`config.mk`:
```
export PLATFORM = sky130hd
export DESIGN_NAME = pkbus_decoder
export DESIGN_NICKNAME = d
export VERILOG_FILES = /design/src/source/pkbus_pkg.sv /design/src/source/pkbus_decoder.sv
export SDC_FILE = /design/constraint.sdc
export NUM_CORES = 1
export LEC_CHECK = 0
export ABC_AREA = 1
export BUFFER_PORTS_ARGS = -buffer_cell sky130_fd_sc_hd__buf_2
export CAP_MARGIN = 20
export CORE_MARGIN = 3
export CORE_UTILIZATION = 26
export CTS_BUF_LIST = sky130_fd_sc_hd__clkbuf_8
export DETAILED_ROUTE_END_ITERATION = 8
export GPL_TIMING_DRIVEN = 0
export HOLD_SLACK_MARGIN = 0.08
export PLACE_DENSITY = 0.82
export SETUP_SLACK_MARGIN = 0.3
export SYNTH_ARGS = -nofsm -noshare
export SYNTH_HDL_FRONTEND = slang
export SYNTH_SLANG_ARGS = --single-unit
```
`constraint.sdc`:
```
create_clock -name clk_i -period 1.4 [get_ports clk_i]
set_clock_uncertainty 0.1 [all_clocks]
set_input_delay 0 -clock clk_i [delete_from_list [all_inputs] [get_ports clk_i]]
set_output_delay 0 -clock clk_i [all_outputs]
set_load 0.03 [all_outputs]
```
`src/source/pkbus_pkg.sv`:
```
// Shared PKBus widths, transfer-size and direction encodings; imported by the RTL and testbench
package pkbus_pkg;

    localparam int BUS_ADDR_W = 32; // Byte address
    localparam int BUS_DATA_W = 32; // One bus word

    typedef logic [BUS_ADDR_W-1:0] bus_addr_t;
    typedef logic [BUS_DATA_W-1:0] bus_data_t;

    // Transfer size requested by the master
    typedef enum logic [1:0] {
        BUS_SIZE_BYTE   = 2'd0, // Single byte, low lane
        BUS_SIZE_WORD   = 2'd1, // Four bytes, little-endian
        BUS_SIZE_TWORD  = 2'd2, // Three consecutive words
        BUS_SIZE_STREAM = 2'd3  // Repeated words at one address
    } bus_size_e;

    typedef enum logic {
        BUS_READ  = 1'b0,
        BUS_WRITE = 1'b1
    } bus_rw_e;

    // Words moved by one tword transfer, at addr, addr+4 and addr+8
    localparam int TWORD_BEATS = 3;

endpackage

```
`src/source/pkbus_decoder.sv`:
```
// Address decoder steering one PKBus master to two slaves and muxing their responses back
module pkbus_decoder #(
    parameter pkbus_pkg::bus_addr_t SPLIT_ADDR = 32'h0000_0400
) (
    input  logic                 clk_i,
    input  logic                 nrst_i,
    input  logic                 req_i,
    input  pkbus_pkg::bus_addr_t addr_i,
    input  logic                 s0_ack_i,
    input  logic                 s0_seqslv_i,
    input  pkbus_pkg::bus_data_t s0_rdata_i,
    input  logic                 s0_bad_read_i,
    input  logic                 s1_ack_i,
    input  logic                 s1_seqslv_i,
    input  pkbus_pkg::bus_data_t s1_rdata_i,
    input  logic                 s1_bad_read_i,
    output logic                 s0_req_o,
    output logic                 s1_req_o,
    output logic                 ack_o,
    output logic                 seqslv_o,
    output pkbus_pkg::bus_data_t rdata_o,
    output logic                 bad_read_o
);

    logic req_q;    // Request seen last cycle
    logic sel_q;    // Held selection, 1 means slave 1
    logic req_rise;
    logic addr_hi;
    logic sel;

    assign req_rise = req_i && !req_q;
    assign addr_hi  = addr_i >= SPLIT_ADDR;
    assign sel      = req_rise ? addr_hi : sel_q; // New decode only on a fresh request

    always_ff @(posedge clk_i or negedge nrst_i) begin
        if (!nrst_i) begin
            req_q <= 1'b0;
            sel_q <= 1'b0;
        end else begin
            req_q <= req_i;
            if (req_rise) begin
                sel_q <= addr_hi; // Kept so read data stays routed after req drops
            end
        end
    end

    assign s0_req_o = req_i && !sel;
    assign s1_req_o = req_i && sel;

    assign ack_o      = sel ? s1_ack_i : s0_ack_i;
    assign seqslv_o   = sel ? s1_seqslv_i : s0_seqslv_i;
    assign rdata_o    = sel ? s1_rdata_i : s0_rdata_i;
    assign bad_read_o = s0_bad_read_i || s1_bad_read_i; // Either slave's sticky flag

endmodule

```
# Word-level counts from Yosys, hierarchy flattened
# Cells that the tools add are included.
[word_totals]
mem_count = 0
ff_bits = 2
rom_bits = 0
mem_bits_rw = 0
latchBits = 0
in_bits = 105
[op_classes]
addsub = 0
n_lt_le_gt_ge = 1
reduce_logical = 6
n_mul = 0
div_mod_pow = 0
shifts = 0
eq_ne = 0
bitwise = 0
muxes = 4
[ops]
columns = ["cell", "count"]
rows = [
  ["32-bit by 11-bit >= comparator with 1-bit output, second input constant", 1],
  ["32-bit two-way mux", 1],
  ["1-bit logical AND", 3],
  ["1-bit two-way mux", 3],
  ["1-bit zero test", 2],
  ["1-bit logical OR", 1],
]

# Longest topological paths before layout
# Gate-level depths: netlist of the first run.
[logic_depth]
word_depth = 5
ltp_mapped = 9
depth_no_buf = 8

# Worst setup path before layout of the first run
# Ideal clock, no wire load.
[synth_path]
path_kind = "register to output"
start = "reg req_q"
end = "out s1_req_o"
stages_incl_launch_ff = 7
slack_ns = -0.050
required_ns = 1.300
arrival_time_ns = 1.350
path_cell_list = "dfrtp_1 nor2_4 or2_1 buf_6 nand2_8 buf_8 nor2_1"
[synth_between]
elab_chain_cells = 4
[synth_rtl]
columns = ["element", "line", "rtl"]
rows = [
  ["from (decl)", "pkbus_decoder.sv:25", "logic req_q;"],
  ["from (signal assigned)", "pkbus_decoder.sv:40", "req_q <= req_i;"],
  ["1-bit zero test", "pkbus_decoder.sv:31", "assign req_rise = req_i && !req_q;"],
  ["1-bit logical AND", "pkbus_decoder.sv:31", ""],
  ["1-bit two-way mux", "--", ""],
  ["1-bit logical AND", "pkbus_decoder.sv:48", "assign s1_req_o = req_i && sel;"],
  ["to (decl)", "pkbus_decoder.sv:18", "output logic s1_req_o,"],
]
# No other way between the ends.

# Final worst setup path of the first run
[layout_path]
start = "reg req_q"
end = "out rdata_o[18]"
[layout_between]
elab_chain_cells = 4
[layout_rtl]
columns = ["element", "line", "rtl"]
rows = [
  ["1-bit zero test", "pkbus_decoder.sv:31", ""],
  ["1-bit logical AND", "pkbus_decoder.sv:31", ""],
  ["1-bit two-way mux", "--", ""],
  ["32-bit two-way mux", "pkbus_decoder.sv:52", "assign rdata_o = sel ? s1_rdata_i : s0_rdata_i;"],
  ["to (decl)", "pkbus_decoder.sv:21", "output pkbus_pkg::bus_data_t rdata_o,"],
]
# No other way between the ends.

==> results of run 1 <==
[cell families after synthesis]
| family | Yosys count |
|---|---|
| buf+inv | 12 |
| flops | 2 |
| simple gates | 129 |
[worst max path at each step]
| stage | start | endpoint |
|---|---|---|
| after floorplan | req_q | rdata_o[22] |
| after global placement | req_q | rdata_o[7] |
| after detailed placement | req_q | rdata_o[16] |
| after CTS | req_q | rdata_o[23] |
| after global routing | req_q | rdata_o[14] |
| final | req_q | rdata_o[18] |
[metrics by stage]
step                      worst slack (ns)  hold slack, ns  setup TNS (ns)
final                               -0.283           0.204           -8.94
after global routing                -0.373           0.213          -12.30
after CTS                           -0.297           0.207           -9.91
after detailed placement            -0.143          -0.308           -3.64
after global placement              -0.110          -0.314           -2.89
after floorplan                      0.124          -0.396               0
[worst register-to-register path, delay by kind of cell, from the launching register on]
family / cells / cell delay (ns)
buffers and inverters: 2 / 0.16
AND/OR/NAND/NOR: 5 / 0.56
flip-flops: 1 / 0.39
[layout by cell type, fill, tap and decap left out, types with 2 or more instances in the layout]
cell type       n
buf_2          95
buf_4          12
buf_6          36
clkbuf_8        3
dfrtp_1         2
dlygate4sd3_1   3
inv_2           2
nand2_1        17
nand2_2        22
nand2_4        35
nand3_1        34
nor2_1         11
nor2_2          2
nor2_4          4
[routing by layer]
layer / share of wire / GRT usage / up-vias
met1: 0.30 / 0.191 / 657
met2: 0.58 / 0.457 / 83
met4: 0.020 / 0.0550 / 0
met5: 0 / 0 / -
li1: - / - / 742
met3: 0.096 / 0.0479 / 12
[registers in the layout, summed over array words and instances, names as in the netlist]
register	count
req_q	1
sel_q	1
[power by group through the flow]
| stage | Clock, mW | Sequential [mW] | Combinational (mW) |
|---|---|---|---|
| finish | 0.226 | 0.0612 | 0.527 |
| global route | 0.242 | 0.0612 | 0.560 |
| CTS | 0.230 | 0.0613 | 0.512 |
| detailed placement | 0 | 0.0618 | 0.436 |
| global placement | 0 | 0.0614 | 0.428 |
| floorplan | 0 | 0.0615 | 0.244 |
[cell type report]
| type | instances | area (sq um) |
|---|---|---|
| repair buffers | 139 | 941 |
| multi-input cells | 129 | 915 |
| fillers | 193 | 495 |
| plain buffers | 10 | 103 |
| flip-flops and latches | 2 | 50.0 |
| clock buffers | 3 | 41.3 |
| well taps | 30 | 37.5 |
| inverters | 2 | 7.51 |
[timing repair]
item	CTS	global route
endpoints found under the setup margin	37	37
pin swaps	1	1
endpoints found under the hold margin	3	0
gates resized for setup	71	25
hold buffers	3	0
setup buffers	4	0
gates cloned	1	0
==> impl_metrics.py, run 1 <==
metrics = {
    "placement": {
        "portBuffers": 131,
        "dp_hpwl_mm": 2.83,
        "dp.cells": 304,
        "gp_congestion": 0.709,
        "post_dp_cell_area_sq_um": 1710,
    },
    "global_routing": {
        "antenna_found_initial": 0,
        "grt_pass1_wl_mm": 5.91,
        "grt_max_degree": 11,
        "track_usage": 0.214,
        "grt_pass1_vias": 1489,
        "grt_overflow": 0,
    },
    "sta": {
        "period_share": 1.20,
        "relSlewSlack": 0.898,
        "setup_viol": 36,
        "clock.fmax_mhz": 594,
        "drv_slew": 0,
        "worstMarginPinSlew_ns": 0.153,
        "hold_violations": 0,
        "layout_min_cycle_time_ns": 1.68,
        "grt_setup_unrepaired": "true",
        "worst_slack_ns": -0.283,
    },
    "floorplan": {
        "rows": 18,
        "die-area_sq_um": 3540,
        "start_util": 0.287,
        "die_w_microns": 59.5,
        "io_pins": 142,
        "die_y_microns": 59.5,
        "core_sq_um": 2590,
    },
    "logic_synthesis": {
        "yosysMostFrequentCell": "nand2_1",
        "syn-num-nets": 248,
        "synthXorXnorAreaFrac": 0,
        "ys_seq_area_frac": 0.0673,
        "synthMuxAreaShare": 0,
        "syn_area_per_cell_sq_um": 5.20,
        "synth_top_flop_cell": "dfrtp_1",
        "yosys-top-cells-count": "64 x nand2_1, 34 x nand3_1, 13 x nor2_1",
        "synthTopCellsByArea": "nand2_1 32%, nand3_1 23%, nand2_2 8.4%, dfrtp_1 6.7%, nor2_1 6.6%",
        "synth_adder_area_share": 0,
        "ys_warn_count": 0,
        "synth_edf_count": 0,
        "ys_ff_latch": 2,
        "yosys.area_share.simple": 0.816,
        "synth_compound_area_frac": 0,
        "yosysUniqueCellTypes": 16,
        "synth.top_cell.area_share": 0.323,
        "synth_top_family_by_area": "simple AND/OR/NAND/NOR gates",
        "synth_area_sq_um": 743,
        "async_flop_share": 1.00,
        "synth.largest_area_cell": "nand2_1",
        "synth_cells": 143,
    },
    "power": {
        "p_int_mw": 0.505,
        "clock_power_share": 0.278,
        "swShare": 0.380,
        "p_leak_nw": 1.11,
        "seqPwrFrac": 0.075,
        "peakVddDrop_mv": 0.732,
        "p_switching_mw": 0.309,
        "power.total_mw": 0.814,
        "combPwrFrac": 0.647,
        "p_per_area_nw_per_um2": 389,
    },
    "cells_and_area": {
        "drive_above_1_share": 0.761,
        "fin_cells": 315,
        "fin_util": 0.809,
        "area_growth_pct": 182,
        "num-nets-final": 392,
        "antenna_cells": 0,
        "stdcell_area_sq_um": 2090,
    },
    "setup_path": {
        "timing.critical_path.buf_inv": 2,
        "r2r_start": "req_q",
        "rr_worst_depth": 7,
        "cp.depth": 9,
        "cp_top_family": "simple AND/OR/NAND/NOR gates",
        "critical_path_class": "flop to output pin",
        "r2r-end": "sel_q",
        "max_stage_delay_ns": 0.39,
        "cp_common_cell": "nor2_4",
        "critPathSlowestCell": "dfrtp_1",
        "startpoint_type": "flop",
        "crit_required_ns": 1.30,
        "path_cells": "nor2_4, nand2_2, nor2_4, nand3_4, nand2_8, buf_8, nand2_1, nand2_4, buf_6",
        "reg2reg_setup_slack_ns": 0.09,
        "critical_path_arrival_ns": 1.58,
        "worstPathMaxFanout": 10,
        "endpoint_kind": "output pin",
    },
    "drt": {
        "post-route-drc-count": 0,
        "via_count": 1494,
        "routed_wl_mm": 4.07,
        "ant_nets": 0,
        "first_pass_iters": 4,
        "drt_iter0_drc": 30,
        "viasPerCell": 4.74,
        "wl_per_cell_microns": 12.9,
    },
    "clocking": {
        "path_clk_slew_ns": 0.03,
        "cts_max_level": 1,
        "clkLatencyLatePin_ns": 0.21,
        "cts_buffers": 3,
        "clockBufferDepth": 2,
        "clock-sinks": 2,
        "cts_tree": "built",
        "cts-root-buf": "clkbuf_8",
    },
    "status": {
        "violations": "setup timing",
        "status": "finished, violations left",
    },
    "hold_path": {
        "holdPathStages": 4,
        "min_from": "s0_rdata_i[1]",
        "hold_path.class": "input port to output pin",
        "min_to": "rdata_o[1]",
    },
    "job": {
        "drv_cap": 0,
    },
}
Note: power is estimated with default switching activity, not from simulation.
==> run 2: changes to the inputs <==
--- a/config.mk
+++ b/config.mk
@@ -12,9 +12,8 @@
 export CORE_UTILIZATION = 26
 export CTS_BUF_LIST = sky130_fd_sc_hd__clkbuf_8
 export DETAILED_ROUTE_END_ITERATION = 8
-export GPL_TIMING_DRIVEN = 0
 export HOLD_SLACK_MARGIN = 0.08
-export PLACE_DENSITY = 0.82
+export PLACE_DENSITY = 0.91
 export SETUP_SLACK_MARGIN = 0.3
 export SYNTH_ARGS = -nofsm -noshare
 export SYNTH_HDL_FRONTEND = slang
==> run 2 against run 1 <==
Compared with the run above:
- the flow still finishes with violations (setup timing)
- sequential share of layout area about the same
- flip-flop and latch count unchanged
- combinational power down 5.7%
- cell count down 0.95%
- critical path type unchanged
- highest routed layer unchanged
==> impl_metrics.py, run 2 (synthesis gave the netlist of run 1 again) <==
metrics = {
    "hold_path": {
        "min_to": "rdata_o[30]",
        "hold_path.class": "input port to output pin",
        "holdPathStages": 4,
        "min_from": "s0_rdata_i[30]",
    },
    "job": {
        "drv_cap": 0,
    },
    "sta": {
        "clock.fmax_mhz": 591,
        "relSlewSlack": 0.838,
        "worst_slack_ns": -0.293,
        "worst_hold_slack_ns": 0.230,
        "period_share": 1.21,
        "setup_viol": 36,
        "drv_slew": 0,
        "grt_setup_unrepaired": "true",
        "hold_violations": 0,
        "layout_min_cycle_time_ns": 1.69,
        "worstMarginPinSlew_ns": 0.243,
    },
    "cells_and_area": {
        "antenna_cells": 0,
        "drive_above_1_share": 0.794,
        "final_common_cell": "buf_2",
        "regArea_sq_um": 50.0,
        "multi_input_area_sq_um": 1030,
        "largestRegisters": "req_q (1), sel_q (1)",
        "nFillCells": 174,
        "layout_common_cells": "98 x buf_2, 36 x buf_4, 33 x nand2_4, 28 x nand2_1, 20 x nand3_2",
        "area_growth_pct": 181,
        "num-nets-final": 389,
    },
    "drt": {
        "routed_wl_mm": 4.20,
        "drt_iter0_drc": 54,
        "via_count": 1511,
        "wl_per_cell_microns": 13.5,
        "post-route-drc-count": 0,
        "first_pass_iters": 4,
        "ant_nets": 0,
        "viasPerCell": 4.84,
    },
    "setup_path": {
        "rr_worst_depth": 7,
        "startpoint_type": "flop",
        "critPathSlowestCell": "dfrtp_1",
        "r2r-end": "sel_q",
        "critical_path_class": "flop to output pin",
        "critical_path_arrival_ns": 1.59,
        "timing.critical_path.buf_inv": 3,
        "r2r_start": "req_q",
        "crit_required_ns": 1.30,
        "reg2reg_setup_slack_ns": 0.08,
        "worstPathMaxFanout": 17,
        "path_cells": "nor2_4, nand2_2, nor2_4, nand3_4, buf_4, buf_12, nand3_2, nand2_4, buf_4",
        "max_stage_delay_ns": 0.38,
        "setup.worst_path.start": "req_q",
        "endpoint_kind": "output pin",
        "cp_top_family": "simple AND/OR/NAND/NOR gates",
    },
    "placement": {
        "portBuffers": 131,
        "gp_congestion": 0.731,
        "dp_slack_ns": -0.135,
        "dp_hpwl_mm": 2.74,
    },
    "power": {
        "p_leak_nw": 1.15,
        "peakVddDrop_mv": 0.637,
        "p_per_area_nw_per_um2": 380,
    },
    "status": {
        "status": "finished, violations left",
        "violations": "setup timing",
    },
    "clocking": {
        "clockBufferDepth": 2,
        "clkLatencyLatePin_ns": 0.22,
        "cts_max_level": 1,
        "cts_buffers": 3,
        "cts-root-buf": "clkbuf_8",
        "clock-sinks": 2,
        "path_clk_slew_ns": 0.03,
        "cts_tree": "built",
    },
    "floorplan": {
        "die_w_microns": 59.5,
        "die-area_sq_um": 3540,
        "die_y_microns": 59.5,
        "rows": 18,
        "start_util": 0.287,
        "core_sq_um": 2590,
        "io_pins": 142,
    },
    "global_routing": {
        "track_usage": 0.225,
        "antenna_found_initial": 0,
        "grt_overflow": 0,
        "grt_pass1_vias": 1445,
        "grt_max_degree": 20,
        "grt_pass1_wl_mm": 6.08,
    },
}
[run 2: changes by cell type in the layout (fill, tap and decap cells not counted), sizes merged]
cell,change
buf,-5
bufbuf,+1
clkbuf,-1
nand2,+2
[run 2: repair_timing]
action	CTS	global route
buffers inserted	3	1
setup endpoints to repair	37	37
endpoints found under the hold margin	3	0
pin swaps	2	1
gates resized for setup	57	3
hold buffers	3	0
cloned	3	0
[run 2: worst max-delay path by stage]
stage	to	slack [ns]	cells after the start
finish	rdata_o[13]	-0.29	9
global route	rdata_o[13]	-0.37	9
CTS	rdata_o[13]	-0.29	9
detailed placement	rdata_o[13]	-0.14	8
global placement	s0_req_o	-0.09	8
floorplan	rdata_o[22]	0.12	8
[run 2: report_power, final]
group / switching (mW) / internal [mW]
sequential: 0.00114 / 0.0598
combinational: 0.258 / 0.239
clock: 0.0544 / 0.183
[run 2: layout make-up]
class                      instances  area share
timing repair buffer             144       0.443
inverter                           2     0.00359
tap                               30      0.0179
clock buffer                       3      0.0197
multi-input combinational        131       0.492
sequential                         2      0.0239
[run 2: worst register-to-register path, stage by stage, from the launching register on]
cell     delay [ns]
dfrtp_1        0.38
nor2_4         0.11
nand2_2        0.06
nor2_4         0.10
nand3_4        0.08
buf_4          0.17
nand2_8        0.12
inv_2          0.08
[run 2: routing by layer]
metal / global-route usage / wire length, microns
met3: 0.0458 / 479
met5: 0 / 0
met4: 0.104 / 128
met2: 0.431 / 2260
met1: 0.228 / 1340
[run 2: stage by stage]
stage,instance area [sq um],cells,utilization,power [mW],TNS (ns)
floorplan,1020,143,-,0.306,0
global placement,1690,299,0.653,0.493,-2.29
detailed placement,1690,299,0.653,0.501,-3.61
CTS,2060,311,0.795,0.789,-10.14
global route,2090,312,0.808,0.839,-12.57
finish,2090,312,0.808,0.795,-9.83
==> run 3: changes to the inputs <==
--- a/config.mk
+++ b/config.mk
@@ -6,15 +6,16 @@
 export NUM_CORES = 1
 export LEC_CHECK = 0
 export ABC_AREA = 1
-export BUFFER_PORTS_ARGS = -buffer_cell sky130_fd_sc_hd__buf_2
 export CAP_MARGIN = 20
-export CORE_MARGIN = 3
-export CORE_UTILIZATION = 26
+export CORE_AREA = 3 3 54 56
 export CTS_BUF_LIST = sky130_fd_sc_hd__clkbuf_8
 export DETAILED_ROUTE_END_ITERATION = 8
+export DIE_AREA = 0 0 57 59
+export DONT_BUFFER_PORTS = 1
 export HOLD_SLACK_MARGIN = 0.08
-export PLACE_DENSITY = 0.91
+export PLACE_DENSITY = 0.52
 export SETUP_SLACK_MARGIN = 0.3
+export SKIP_CTS_REPAIR_TIMING = 1
 export SYNTH_ARGS = -nofsm -noshare
 export SYNTH_HDL_FRONTEND = slang
 export SYNTH_SLANG_ARGS = --single-unit
==> run 3 against run 2 <==
Compared with the run above:
- the run still ends with setup timing left
- total power shrank 16%
- setup slack gained 0.091 ns
- die area shrank 4.9%
- fmax grew 5.7%
- non-clock buffer count shrank 92
- utilization shrank 4.4 points
- cell count shrank 29%
- sequential power is essentially flat
- critical path depth shrank 3
- wire length shrank 0.93%
- critical path type unchanged
- largest cell class unchanged
- highest routed layer unchanged
==> impl_metrics.py, run 3 (synthesis gave the netlist of run 1 again) <==
metrics = {
    "status": {
        "status": "finished, violations left",
        "violations": "setup timing",
    },
    "floorplan": {
        "die-area_sq_um": 3360,
        "start_util": 0.300,
        "io_pins": 142,
        "rows": 18,
        "die_y_microns": 59,
        "core_sq_um": 2480,
        "die_w_microns": 57,
    },
    "global_routing": {
        "grt_pass1_wl_mm": 3.63,
        "grt_pass1_vias": 854,
        "grt_max_degree": 37,
        "antenna_found_initial": 0,
        "track_usage": 0.130,
        "grt_overflow": 0,
    },
    "setup_path": {
        "endpoint_kind": "output pin",
        "crit_required_ns": 1.30,
        "worstPathMaxFanout": 18,
        "cp_top_family": "simple AND/OR/NAND/NOR gates",
        "timing.critical_path.buf_inv": 2,
        "reg2reg_setup_slack_ns": 0.11,
        "critPathSlowestCell": "dfrtp_1",
        "r2r_start": "req_q",
        "r2r-end": "sel_q",
        "critical_path_arrival_ns": 1.50,
        "critical_path_class": "flop to output pin",
        "cp_common_cell": "buf_12",
        "max_stage_delay_ns": 0.38,
        "rr_worst_depth": 7,
        "path_cells": "nor2_4, or2_1, buf_12, buf_12, nand3_1, nand2_4",
        "startpoint_type": "flop",
    },
    "placement": {
        "portBuffers": 0,
        "dp_hpwl_mm": 2.11,
        "gp_congestion": 0.673,
    },
    "hold_path": {
        "min_from": "s0_rdata_i[18]",
        "min_to": "rdata_o[18]",
        "hold_path.class": "input port to output pin",
        "holdPathStages": 2,
    },
    "power": {
        "peakVddDrop_mv": 0.768,
        "swShare": 0.406,
        "seqPwrFrac": 0.091,
        "clock_power_share": 0.336,
        "p_per_area_nw_per_um2": 354,
        "p_leak_nw": 0.813,
        "combPwrFrac": 0.573,
        "p_switching_mw": 0.272,
        "p_int_mw": 0.398,
    },
    "sta": {
        "drv_slew": 0,
        "worst_hold_slack_ns": 0.0336,
        "period_share": 1.14,
        "setup_viol": 36,
        "worst_slack_ns": -0.202,
        "relSlewSlack": 0.844,
        "worstMarginPinSlew_ns": 0.234,
        "layout_min_cycle_time_ns": 1.60,
        "hold_violations": 0,
        "clock.fmax_mhz": 624,
        "grt_setup_unrepaired": "true",
    },
    "cells_and_area": {
        "antenna_cells": 0,
        "drive_above_1_share": 0.521,
        "layout_common_cells": "42 x dlygate4sd3_1, 36 x nand2_4, 19 x nand2_1, 19 x nand2_2, 17 x nand3_1",
        "largestRegisters": "req_q (1), sel_q (1)",
        "area_growth_pct": 155,
        "final_common_cell": "dlygate4sd3_1",
        "fin_util": 0.764,
        "num-nets-final": 299,
    },
    "clocking": {
        "cts_buffers": 3,
        "path_clk_slew_ns": 0.03,
        "cts-root-buf": "clkbuf_8",
        "cts_max_level": 1,
        "clkLatencyLatePin_ns": 0.21,
        "cts_tree": "built",
        "clockBufferDepth": 2,
        "clock-sinks": 2,
    },
    "drt": {
        "first_pass_iters": 4,
        "viasPerCell": 5.46,
        "routed_wl_mm": 4.16,
        "post-route-drc-count": 0,
        "via_count": 1213,
        "ant_nets": 0,
        "wl_per_cell_microns": 18.8,
        "drt_iter0_drc": 32,
    },
    "job": {
        "drv_cap": 0,
    },
}
-- run 3: worst max-delay path by stage --
stage	start	end	cells past startpoint	slack, ns
after CTS	req_q	s0_req_o	6	-0.27
after detailed placement	req_q	s0_req_o	6	-0.05
after global routing	req_q	rdata_o[8]	8	-0.31
final	req_q	rdata_o[12]	6	-0.20
after global placement	req_q	s0_req_o	6	-0.02
after floorplan	req_q	rdata_o[22]	8	0.12
-- run 3: cell type report --
cell class | count | area (sq um)
inverters | 2 | 10.0
clock buffers | 3 | 41.3
well taps | 30 | 37.5
multi-input cells | 133 | 1130
flip-flops and latches | 2 | 50.0
repair buffers | 52 | 622
fillers | 172 | 584
-- run 3: power groups by stage --
stage          Combinational (mW)  Sequential [mW]  Clock [mW]
2_1_floorplan               0.244           0.0615           0
6_report                    0.384           0.0609       0.225
4_1_cts                     0.258           0.0609       0.232
3_3_place_gp                0.255           0.0615           0
3_5_place_dp                0.257           0.0615           0
5_1_grt                     0.405           0.0611       0.247
-- run 3: metal layers --
layer / vias up / global-route usage / wire [microns]
li1: 563 / - / -
met1: 566 / 0.129 / 1360
met2: 76 / 0.256 / 2390
met3: 8 / 0.0414 / 335
met4: 0 / 0.0397 / 78
met5: - / 0 / 0
-- run 3: through the flow --
stage	setup slack [ns]	total power [mW]	setup TNS (ns)	instances	cell area, sq um
finish	-0.202	0.670	-5.96	222	1890
global placement	-0.0173	0.317	-0.0173	168	1030
detailed placement	-0.0468	0.319	-0.0468	168	1030
CTS	-0.269	0.551	-6.83	171	1080
global route	-0.311	0.713	-9.44	222	1890
floorplan	0.124	0.306	0	143	1020
-- run 3: worst reg2reg max path, cell delays in order, from the launching register on --
cell,delay (ns)
dfrtp_1,0.38
nor2_4,0.09
nand2_2,0.06
nor2_4,0.10
nand3_4,0.10
buf_12,0.17
nand2_8,0.12
inv_4,0.05
